$ cat src/vec_pkg.sv
`default_nettype none

package vec_pkg;

  localparam int unsigned ElemWidth = 32;
  localparam int unsigned NrVRegs   = 8;

  typedef logic [ElemWidth-1:0]       elem_t;
  typedef logic [$clog2(NrVRegs)-1:0] vreg_t;

  // Codes 4'h7 and above are illegal
  typedef enum logic [3:0] {
    OP_VMV_VX = 4'h0,
    OP_VID    = 4'h1,
    OP_VADD   = 4'h2,
    OP_VSUB   = 4'h3,
    OP_VAND   = 4'h4,
    OP_VMSEQ  = 4'h5,
    OP_VMV_XS = 4'h6
  } vec_op_e;

  // Request from the scalar core
  typedef struct packed {
    vec_op_e op;
    vreg_t   vd;
    vreg_t   vs1;
    vreg_t   vs2;
    logic    vm;
    elem_t   scalar;
  } acc_req_t;

  typedef struct packed {
    elem_t data;
    logic  error;
  } acc_resp_t;

  // Broadcast to every lane and to the mask unit
  typedef struct packed {
    vec_op_e op;
    vreg_t   vd;
    vreg_t   vs1;
    vreg_t   vs2;
    logic    vm;
    elem_t   scalar;
  } lane_cmd_t;

  function automatic logic op_is_legal(vec_op_e op);
    case (op)
      OP_VMV_VX, OP_VID, OP_VADD, OP_VSUB, OP_VAND, OP_VMSEQ, OP_VMV_XS: return 1'b1;
      default: return 1'b0;
    endcase
  endfunction

endpackage : vec_pkg

`default_nettype wire

$ cat src/vec_mask_unit.sv
`timescale 1ns/1ps
`default_nettype none

module vec_mask_unit import vec_pkg::*; #(
  parameter  int unsigned NrLanes   = 4,
  parameter  int unsigned VLenElems = 16,
  localparam int unsigned NrRows    = VLenElems / NrLanes,
  localparam int unsigned RowWidth  = (NrRows > 1) ? $clog2(NrRows) : 1
) (
  input  logic                     clk_i,
  input  logic                     arst_n_i,
  // From the dispatcher
  input  lane_cmd_t                lane_cmd_i,
  input  logic      [RowWidth-1:0] row_i,
  input  logic                     issue_i,
  // Compare bits from the lanes
  input  logic      [NrLanes-1:0]  cmp_i,
  // Mask bits for the current row
  output logic      [NrLanes-1:0]  mask_bits_o
);

  // One bit per element, grouped by row
  logic [NrRows-1:0][NrLanes-1:0] mask_q;
  logic                           cmp_wr;

  // The compare writes every element, vm plays no part here
  assign cmp_wr = issue_i && (lane_cmd_i.op == OP_VMSEQ);

  always_ff @(posedge clk_i or negedge arst_n_i) begin
    if (!arst_n_i) begin
      mask_q <= '0;
    end else if (cmp_wr) begin
      mask_q[row_i] <= cmp_i;
    end
  end

  // Combinational from the register, so a write is visible on the next row
  assign mask_bits_o = mask_q[row_i];

  //////////////////////////////
  // Checks
  //////////////////////////////

  // Row counter of the dispatcher stays inside the register file
  a_row_range: assert property (@(posedge clk_i) disable iff (!arst_n_i)
    issue_i |-> (row_i < NrRows));

endmodule : vec_mask_unit

`default_nettype wire

$ cat config.mk
export PLATFORM = sky130hd
export DESIGN_NAME = vec_mask_unit
export DESIGN_NICKNAME = d
export VERILOG_FILES = /design/src/vec_pkg.sv /design/src/vec_mask_unit.sv
export SDC_FILE = /design/constraint.sdc
export NUM_CORES = 1
export LEC_CHECK = 0
export ABC_AREA = 1
export ABC_CLOCK_PERIOD_IN_PS = 800
export BUFFER_PORTS_ARGS = -buffer_cell sky130_fd_sc_hd__clkbuf_2
export CAP_MARGIN = 20
export CORE_ASPECT_RATIO = 1.4
export CORE_UTILIZATION = 39
export DETAILED_ROUTE_END_ITERATION = 8
export PLACE_DENSITY = 0.78
export SYNTH_ARGS = -nofsm -noshare
export SYNTH_HDL_FRONTEND = slang
export SYNTH_SLANG_ARGS = --single-unit
$ cat constraint.sdc
create_clock -name clk_i -period 0.8 [get_ports clk_i]
set_input_delay 0.04 -clock clk_i [delete_from_list [all_inputs] [get_ports clk_i]]
set_output_delay 0.04 -clock clk_i [all_outputs]
set_load 0.02 [all_outputs]
==> flow_summary_export.csv <==
group,metric,value,unit
worst_setup_path,startpoint_type,"flop",
grt,global_route.usage.met2,32.3,%
sta,setup_viol,4,
final_layout,drive_above_1_share,30.5,%
cts,root_buffer,"clkbuf_4",
final_layout,fin_cells,152,
status,status,"finished with violations",
placed_design,io_buffers,16,
worst_setup_path,r2r_cells,3,
worst_setup_path,r2r_start,"mask_q[10]",
cts,cts_tree,"done",
worst_setup_path,worstSetupPathType,"flop to primary output",
worst_setup_path,worstSetupStartpoint,"mask_q[8]",
drt,dr.pass1.iters,4,
final_layout,layout.nets,187,
sta,rsz0062_at_grt,"true",
power,p_total,1890,µW
worst_setup_path,critPathCapture,"mask_bits_o[0]",
drt,wl,1880,µm
floorplanning,core,1950,µm²
final_layout,largest_register_ffs,16,
synth,ys_seq_area_share,50.2,%
final_layout,diodes,0,
sta,tightest_slew,0.390,ns
sta,setup_slack,-0.263,ns
sta,hold_viol,0,
power,powerDensity,1840,nW/µm²
final_layout,area_growth,28.9,%
final_layout,regMostFlops,"mask_q",
floorplanning,initial_core_util,40.9,%
status,violations,"negative setup slack",
grt,grt_pass1_wl,2980,µm
drt,viasPerCell,5.20,
synth,syn_avg_cell_area,7.81,µm²
power,max-vdd-ir-drop,1.05,mV
floorplanning,die_area,2230,µm²
final_layout,n_fill_cell,194,
synth,yosysWarningCount,0,
drt,dr_total_vias,791,
floorplanning,die_w,40.2,µm
power,swShare,28.3,%
job,maxCapViolations,0,
worst_setup_path,crit_arrival,1.02,ns
drt,drc,0,
grt,grt_use_met1,23.8,%
grt,grt_busiest_layer,"met2",
worst_setup_path,r2r_end,"mask_q[10]",
synth,syn-instance-count,102,
power,comb_power_share,20.1,%
cts,insertion_delay,0.29,ns
placed_design,place_inst,145,
cts,htreeDepth,1,
worst_setup_path,path_max_fanout,2,
sta,period_needed,1.06,ns
power,clkPwrFrac,28.6,%
power,p_leak,0.000592,µW
placed_design,place_ws,-0.0697,ns
drt,initialDrtViolationCount,12,
placed_design,place_congestion,0.738,
sta,holdWs,0.0235,ns
grt,grt_max_degree,17,
power,internal_power,1360,µW
cts,cts_buffer_depth,2,
synth,ys_ff_latch,16,
power,power.switching,536,µW
grt,grt_usage,19.2,%
grt,grt.met3_usage,2.41,%
floorplanning,rows,19,
sta,maxClockFrequency,941,MHz
synth,yosys.cell_types.count,13,
floorplanning,fp.dieH,55.5,µm
hold_path,hold_path_class,"input pin to flop",
floorplanning,io_pins,59,
sta,period_share,133,%
synth,syn_nets,157,
final_layout,mostFrequentLayoutCells,"50 x nand2_1, 17 x nand3_1, 16 x dfrtp_1, 12 x clkbuf_2, 11 x buf_4",
sta,maxSlewHeadroom,74.0,%
drt,postRouteAntennaNets,0,
sta,finClkSkew,0,ns
worst_setup_path,r2r_slack,0.07,ns
grt,antenna_found_initial,0,
sta,final_max_slew_viol_count,0,
grt,grt_pass1_vias,707,
grt,grt_overflow_total,0,
placed_design,hpwl,1480,µm
cts,clock_sinks,16,
power,power_frac_seq,51.3,%
worst_setup_path,cp-end-kind,"primary output",
worst_setup_path,critPathRequiredTime,0.76,ns
final_layout,regArea,400,µm²
cts,cts.reportedPaths.clkPinSlew,0.09,ns
synth,synth_area,797,µm²
final_layout,reg_top3,"mask_q x16",
final_layout,final_common_cell,"nand2_1",
final_layout,multi_input_area,365,µm²
drt,wl_per_cell,12.4,µm
cts,cts_buffers,3,
metal layers:
metal | vias to the layer above | wire length (µm)
met3 | 4 | 124
met1 | 363 | 771
met5 | - | 0
li1 | 388 | -
met4 | 0 | 21
met2 | 36 | 968
cell families after synthesis:
group	count (synthesis)	synth area share [%]
flops	16	50.2
simple gates	79	45.8
buf+inv	7	3.92
layout make-up:
type	count	share of cell area [%]
inverters	5	1.83
repair buffers	27	17.5
well taps	21	2.56
clock buffers	4	3.53
flip-flops and latches	16	39.0
multi-input cells	79	35.6
Yosys cell counts:
master | instances | share of area, %
buf_4 | 1 | 0.94
dfrtp_1 | 16 | 50
nand4_1 | 4 | 3.1
nor2_4 | 2 | 2.8
inv_2 | 3 | 1.4
nor2_1 | 1 | 0.47
nand2_1 | 50 | 24
buf_2 | 1 | 0.63
nand2_2 | 2 | 1.6
nand3_1 | 17 | 11
nand2_4 | 2 | 2.8
nor2_2 | 1 | 0.79
inv_1 | 2 | 0.94
power groups by stage:
| stage | clock, µW | combinational (µW) | sequential, µW |
|---|---|---|---|
| finish | 541 | 380 | 970 |
| global placement | 0 | 320 | 985 |
| detailed placement | 0 | 335 | 985 |
| CTS | 543 | 340 | 968 |
| floorplan | 0 | 192 | 969 |
| global route | 580 | 428 | 982 |
critical path, stage by stage (launching register included):
cell,delay [ns]
dfrtp_1,0.40
nand2_1,0.08
nand4_1,0.09
buf_4,0.16
through the flow:
stage | TNS (ns) | area [µm²] | utilization (%)
finish | -1.03 | 1030 | 52.7
CTS | -1.01 | 997 | 51.2
floorplan | 0 | 797 | -
detailed placement | -0.952 | 951 | 48.8
global placement | -0.319 | 951 | 48.8
global route | -1.23 | 1030 | 52.7
worst min-delay path by stage:
stage,start,end,slack [ns],cells past startpoint
detailed placement,arst_n_i,mask_q[15],-0.02,1
floorplan,arst_n_i,mask_q[0],-0.26,0
finish,cmp_i[3],mask_q[15],0.02,3
CTS,cmp_i[3],mask_q[15],0.03,3
global placement,arst_n_i,mask_q[15],-0.02,1
global route,cmp_i[2],mask_q[10],0.03,3
timing repair:
action	4_1_cts	5_1_grt
gates resized for setup	0	9
pin swaps	0	5
hold endpoints to repair	16	0
setup buffers	0	2
hold buffers	1	0
setup endpoints to repair	4	4
(Power assumes the default switching activity.)
