[src/vec_pkg.sv]
`default_nettype none

package vec_pkg;

  localparam int unsigned ElemWidth = 32;
  localparam int unsigned NrVRegs   = 8;

  typedef logic [ElemWidth-1:0]       elem_t;
  typedef logic [$clog2(NrVRegs)-1:0] vreg_t;

  // Codes 4'h7 and above are illegal
  typedef enum logic [3:0] {
    OP_VMV_VX = 4'h0,
    OP_VID    = 4'h1,
    OP_VADD   = 4'h2,
    OP_VSUB   = 4'h3,
    OP_VAND   = 4'h4,
    OP_VMSEQ  = 4'h5,
    OP_VMV_XS = 4'h6
  } vec_op_e;

  // Request from the scalar core
  typedef struct packed {
    vec_op_e op;
    vreg_t   vd;
    vreg_t   vs1;
    vreg_t   vs2;
    logic    vm;
    elem_t   scalar;
  } acc_req_t;

  typedef struct packed {
    elem_t data;
    logic  error;
  } acc_resp_t;

  // Broadcast to every lane and to the mask unit
  typedef struct packed {
    vec_op_e op;
    vreg_t   vd;
    vreg_t   vs1;
    vreg_t   vs2;
    logic    vm;
    elem_t   scalar;
  } lane_cmd_t;

  function automatic logic op_is_legal(vec_op_e op);
    case (op)
      OP_VMV_VX, OP_VID, OP_VADD, OP_VSUB, OP_VAND, OP_VMSEQ, OP_VMV_XS: return 1'b1;
      default: return 1'b0;
    endcase
  endfunction

endpackage : vec_pkg

`default_nettype wire

[src/vec_dispatcher.sv]
`timescale 1ns/1ps
`default_nettype none

module vec_dispatcher import vec_pkg::*; #(
  parameter  int unsigned NrLanes   = 4,
  parameter  int unsigned VLenElems = 16,
  localparam int unsigned NrRows    = VLenElems / NrLanes,
  localparam int unsigned RowWidth  = (NrRows > 1) ? $clog2(NrRows) : 1,
  localparam int unsigned LaneWidth = (NrLanes > 1) ? $clog2(NrLanes) : 1,
  localparam int unsigned IdxWidth  = (VLenElems > 1) ? $clog2(VLenElems) : 1
) (
  input  logic                      clk_i,
  input  logic                      arst_n_i,
  // Core port
  input  acc_req_t                  acc_req_i,
  input  logic                      acc_req_valid_i,
  output logic                      acc_req_ready_o,
  output acc_resp_t                 acc_resp_o,
  output logic                      acc_resp_valid_o,
  input  logic                      acc_resp_ready_i,
  // To the lanes and the mask unit
  output lane_cmd_t                 lane_cmd_o,
  output logic       [RowWidth-1:0] row_o,
  output logic                      issue_o,
  // From the lanes
  input  elem_t      [NrLanes-1:0]  lane_rdata_i
);

  typedef enum logic [1:0] {
    ST_IDLE,
    ST_ISSUE,
    ST_RESP
  } state_e;

  state_e               state_q;
  acc_req_t             req_q;
  acc_resp_t            resp_q;
  logic [RowWidth-1:0]  row_q;
  logic [LaneWidth-1:0] lane_sel_q;
  logic [IdxWidth-1:0]  xs_idx;
  logic                 legal;
  logic                 single_row;
  logic                 last_row;

  // Element index of a scalar move, wrapped into the vector
  assign xs_idx = IdxWidth'(acc_req_i.scalar % VLenElems);

  assign legal      = op_is_legal(req_q.op);
  assign single_row = !legal || (req_q.op == OP_VMV_XS);
  assign last_row   = single_row || (row_q == RowWidth'(NrRows - 1));

  assign acc_req_ready_o  = (state_q == ST_IDLE);
  assign acc_resp_valid_o = (state_q == ST_RESP);
  assign acc_resp_o       = resp_q;

  // Illegal opcodes wait one cycle without touching the datapath
  assign issue_o = (state_q == ST_ISSUE) && legal;
  assign row_o   = row_q;

  assign lane_cmd_o.op     = req_q.op;
  assign lane_cmd_o.vd     = req_q.vd;
  assign lane_cmd_o.vs1    = req_q.vs1;
  assign lane_cmd_o.vs2    = req_q.vs2;
  assign lane_cmd_o.vm     = req_q.vm;
  assign lane_cmd_o.scalar = req_q.scalar;

  //////////////////////////////
  // Control FSM
  //////////////////////////////

  always_ff @(posedge clk_i or negedge arst_n_i) begin
    if (!arst_n_i) begin
      state_q <= ST_IDLE;
      row_q   <= '0;
    end else begin
      case (state_q)
        ST_IDLE: begin
          if (acc_req_valid_i) begin
            state_q <= ST_ISSUE;
            // Scalar move only visits the row holding its element
            row_q   <= (acc_req_i.op == OP_VMV_XS) ? RowWidth'(xs_idx / NrLanes) : '0;
          end
        end
        ST_ISSUE: begin
          if (last_row) begin
            state_q <= ST_RESP;
          end else begin
            row_q <= row_q + RowWidth'(1);
          end
        end
        ST_RESP: begin
          if (acc_resp_ready_i) begin
            state_q <= ST_IDLE;
          end
        end
        default: state_q <= ST_IDLE;
      endcase
    end
  end

  //////////////////////////////
  // Request and response data
  //////////////////////////////

  always_ff @(posedge clk_i) begin
    if (acc_req_valid_i && acc_req_ready_o) begin
      req_q      <= acc_req_i;
      lane_sel_q <= LaneWidth'(xs_idx % NrLanes);
    end
    if ((state_q == ST_ISSUE) && last_row) begin
      resp_q.data  <= (req_q.op == OP_VMV_XS) ? lane_rdata_i[lane_sel_q] : '0;
      resp_q.error <= !legal;
    end
  end

  // Held response must not change under back-pressure
  a_resp_stable: assert property (@(posedge clk_i) disable iff (!arst_n_i)
    acc_resp_valid_o && !acc_resp_ready_i |=> acc_resp_valid_o && $stable(acc_resp_o));

endmodule : vec_dispatcher

`default_nettype wire

[config.mk]
export PLATFORM = sky130hd
export DESIGN_NAME = vec_dispatcher
export DESIGN_NICKNAME = d
export VERILOG_FILES = /design/src/vec_pkg.sv /design/src/vec_dispatcher.sv
export SDC_FILE = /design/constraint.sdc
export NUM_CORES = 1
export LEC_CHECK = 0
export BUFFER_PORTS_ARGS = -buffer_cell sky130_fd_sc_hd__buf_2
export CORE_MARGIN = 2
export CORE_UTILIZATION = 30
export CTS_BUF_LIST = sky130_fd_sc_hd__clkbuf_16
export DETAILED_ROUTE_END_ITERATION = 16
export GPL_ROUTABILITY_DRIVEN = 0
export PLACE_DENSITY = 0.62
export SYNTH_ARGS = -nofsm -noshare
export SYNTH_HDL_FRONTEND = slang
export SYNTH_SLANG_ARGS = --single-unit
[constraint.sdc]
create_clock -name clk_i -period 3.7 [get_ports clk_i]
set_input_delay 0.555 -clock clk_i [delete_from_list [all_inputs] [get_ports clk_i]]
set_output_delay 0.555 -clock clk_i [all_outputs]
set_load 0.1 [all_outputs]
==> metrics.cfg <==
[floorplan]
rows = 40
core-area_sq_mm = 0.0119
die_w_microns = 114
die_area_sq_mm = 0.0130
initial_core_util = 0.305
ios = 262
fp.dieH_microns = 114

[placement]
dpl.hpwl_microns = 7660
dpl_worst_slack_ns = 1.44
numPortBuffers = 261

[cts]
cts.root.buffer_cell = clkbuf_16
clock_sinks = 83
cts.path.max_buffers = 2
path_clk_slew_ns = 0.06
cts_tree = done
cts_buffers = 9
cts_hold_buffers = 0
ctsHtreeMaxLevel = 3
cts_resized = 0
post_cts.repair.setup_buffers = 0
insertion_delay_ns = 0.33

[layout]
area_growth_pct = 47.7
multi_input_area_sq_mm = 0.00108
drive_gt1_frac = 0.699
layout.nets = 626
layout.area.seq_sq_mm = 0.00247
n_fill_cell = 1091

[timing]
max-slew-margin-rel = 0.292
finalMaxSlewViolations = 0
finalCriticalPeriod_ns = 2.35
max_freq_mhz = 425
fin_crit_sh = 0.635
fin_setup_tns_ns = 0
tightest_slew_ns = 1.06
setup_ws_ns = 1.35
finalSetupViolCount = 0
final-hold-violation-count = 0
rsz0062_at_grt = no
skew_ns = 0.00704

[detailed_routing]
drtIter0Drc = 158
vias = 2700
drt_pass1_iterations = 4
viasPerCell = 4.50
antenna_left = 0
wl_per_cell_microns = 15.9
wl_microns = 9520
remaining_drc_errors = 0

[critical_path]
end_kind = primary output
slowest_stage = edfxtp_1
cp_cell_sequence = buf_2
critPathArrivalTime_ns = 1.80
worstPathRequired_ns = 3.14
reg2reg_from = lane_cmd_o[0]
worst_path_dominant_cell_family = flip-flops
setup.worst_path.start_class = register
reg2reg_depth = 3
cpPeakStageDelay_ns = 0.91
path_depth = 1
cp_max_fo = 15
path_buf_inv = 1
r2r_setup_slack_ns = 1.51
worstSetupPathType = register to primary output
timing.rr.end = acc_resp_o[28]

[synthesis]
synth_cell_types = 22
ys_warn_count = 0
seq_area_frac_synth = 0.681
netlist_area_sq_mm = 0.00363
ys_seq_elements = 83
syn_avg_cell_area_sq_um = 20.1
synth_nets = 360
synth_cells = 181

[global_route]
overflow = 0
antenna_found_initial = 1
gr-usage-all-layers = 0.141
grt_pass1_wl_microns = 13700
grt_pass1_vias = 2697
grt_max_degree = 47

[flow_run]
max_cap_violations = 0

[run_status]
status = finished, final reports clean

[power_and_ir_drop]
netSwitchingPower_uw = 2220
swShare = 0.507
p_clk_frac = 0.184
vdd_ir_drop_max_uv = 302
p_int_uw = 2150
power.density_mw_per_mm2 = 815
seqPwrFrac = 0.321
combinationalPowerShare = 0.495
p_leak_uw = 0.00233
p_total_uw = 4370

[min_path]
hold_class = input port to async pin

## Yosys cell counts
cell type	count	area share
nand3_1	1	0.0014
nor2_1	4	0.0041
mux4_2	32	0.20
a211o_1	1	0.0024
nand2b_1	1	0.0017
a31o_2	1	0.0024
and3b_1	1	0.0024
nor4bb_1	1	0.0028
inv_1	3	0.0031
mux2i_1	2	0.0055
nor3b_1	1	0.0021
nor2b_1	34	0.059
ha_1	1	0.0034
clkbuf_1	3	0.0031
buf_2	3	0.0041
dfrtp_1	4	0.028
buf_6	4	0.012
a31oi_1	2	0.0034
a21o_1	1	0.0021
a211oi_2	1	0.0034
edfxtp_1	79	0.65
and2_1	1	0.0017
## stage by stage
step | std cells | hold slack, ns | cell area (sq um) | util
2_1_floorplan | 181 | 0.259 | 3630 | -
3_3_place_gp | 583 | 0.369 | 5090 | 0.427
3_5_place_dp | 583 | 0.374 | 5090 | 0.427
4_1_cts | 599 | 0.0179 | 5360 | 0.450
5_1_grt | 599 | 0.0228 | 5360 | 0.450
6_report | 600 | 0.0282 | 5360 | 0.450
## routing by layer
| layer | track usage | share of wire | wire [microns] | vias up |
|---|---|---|---|---|
| li1 | - | - | - | 1267 |
| met1 | 0.160 | 0.38 | 3660 | 1262 |
| met2 | 0.244 | 0.51 | 4830 | 161 |
| met3 | 0.0425 | 0.096 | 910 | 10 |
| met4 | 0.0659 | 0.013 | 123 | 0 |
| met5 | 0 | 0 | 0 | - |
## cells by family after synthesis
logic type	count (synthesis)	share of synthesized area
AO/OA/AOI/OAI	6	0.0138
AND/OR/NAND/NOR	44	0.0748
buffers and inverters	13	0.0227
adder cells (fa/ha/maj)	1	0.00345
multiplexers	34	0.204
flip-flops	83	0.681
## worst max path at each step
| stage | from | endpoint | slack, ns |
|---|---|---|---|
| 2_1_floorplan | state_q[0] | lane_cmd_o[0] | 0.29 |
| 3_3_place_gp | lane_cmd_o[0] | acc_resp_o[29] | 1.50 |
| 3_5_place_dp | lane_cmd_o[0] | acc_resp_o[4] | 1.44 |
| 4_1_cts | lane_cmd_o[0] | lane_cmd_o[0] | 1.27 |
| 5_1_grt | lane_cmd_o[0] | lane_cmd_o[0] | 1.17 |
| 6_report | lane_cmd_o[0] | lane_cmd_o[0] | 1.35 |
## registers in the layout (all words and copies together), names as in the netlist
signal	count
lane_cmd_o	46
acc_resp_o	33
row_o	2
state_q	2
## power by group through the flow
| stage | clock (uW) | combinational [uW] | sequential (uW) |
|---|---|---|---|
| floorplan | 0 | 485 | 2760 |
| global placement | 0 | 2170 | 1420 |
| detailed placement | 0 | 2180 | 1430 |
| CTS | 831 | 2180 | 1410 |
| global route | 873 | 2240 | 1430 |
| finish | 802 | 2160 | 1400 |
## area by class of cell
cell class | instances | area share
clock buffer | 9 | 0.0420
clock inverter | 7 | 0.00840
tap | 147 | 0.0343
timing repair buffer | 265 | 0.249
multi-input combinational | 85 | 0.202
inverter | 3 | 0.00210
antenna | 1 | 0.000467
sequential | 83 | 0.461
## cells in the final DEF, fill, tap and decap left out, drive strengths merged, types with 2 or more instances in the layout
cell type and n:
nor2 4, inv 5, nor2b 34, mux2i 2, a31oi 2, mux4 32
edfxtp 79, dfrtp 4, clkinvlp 3, buf 265, clkbuf 9, clkinv 2
(Power assumes the default switching activity.)
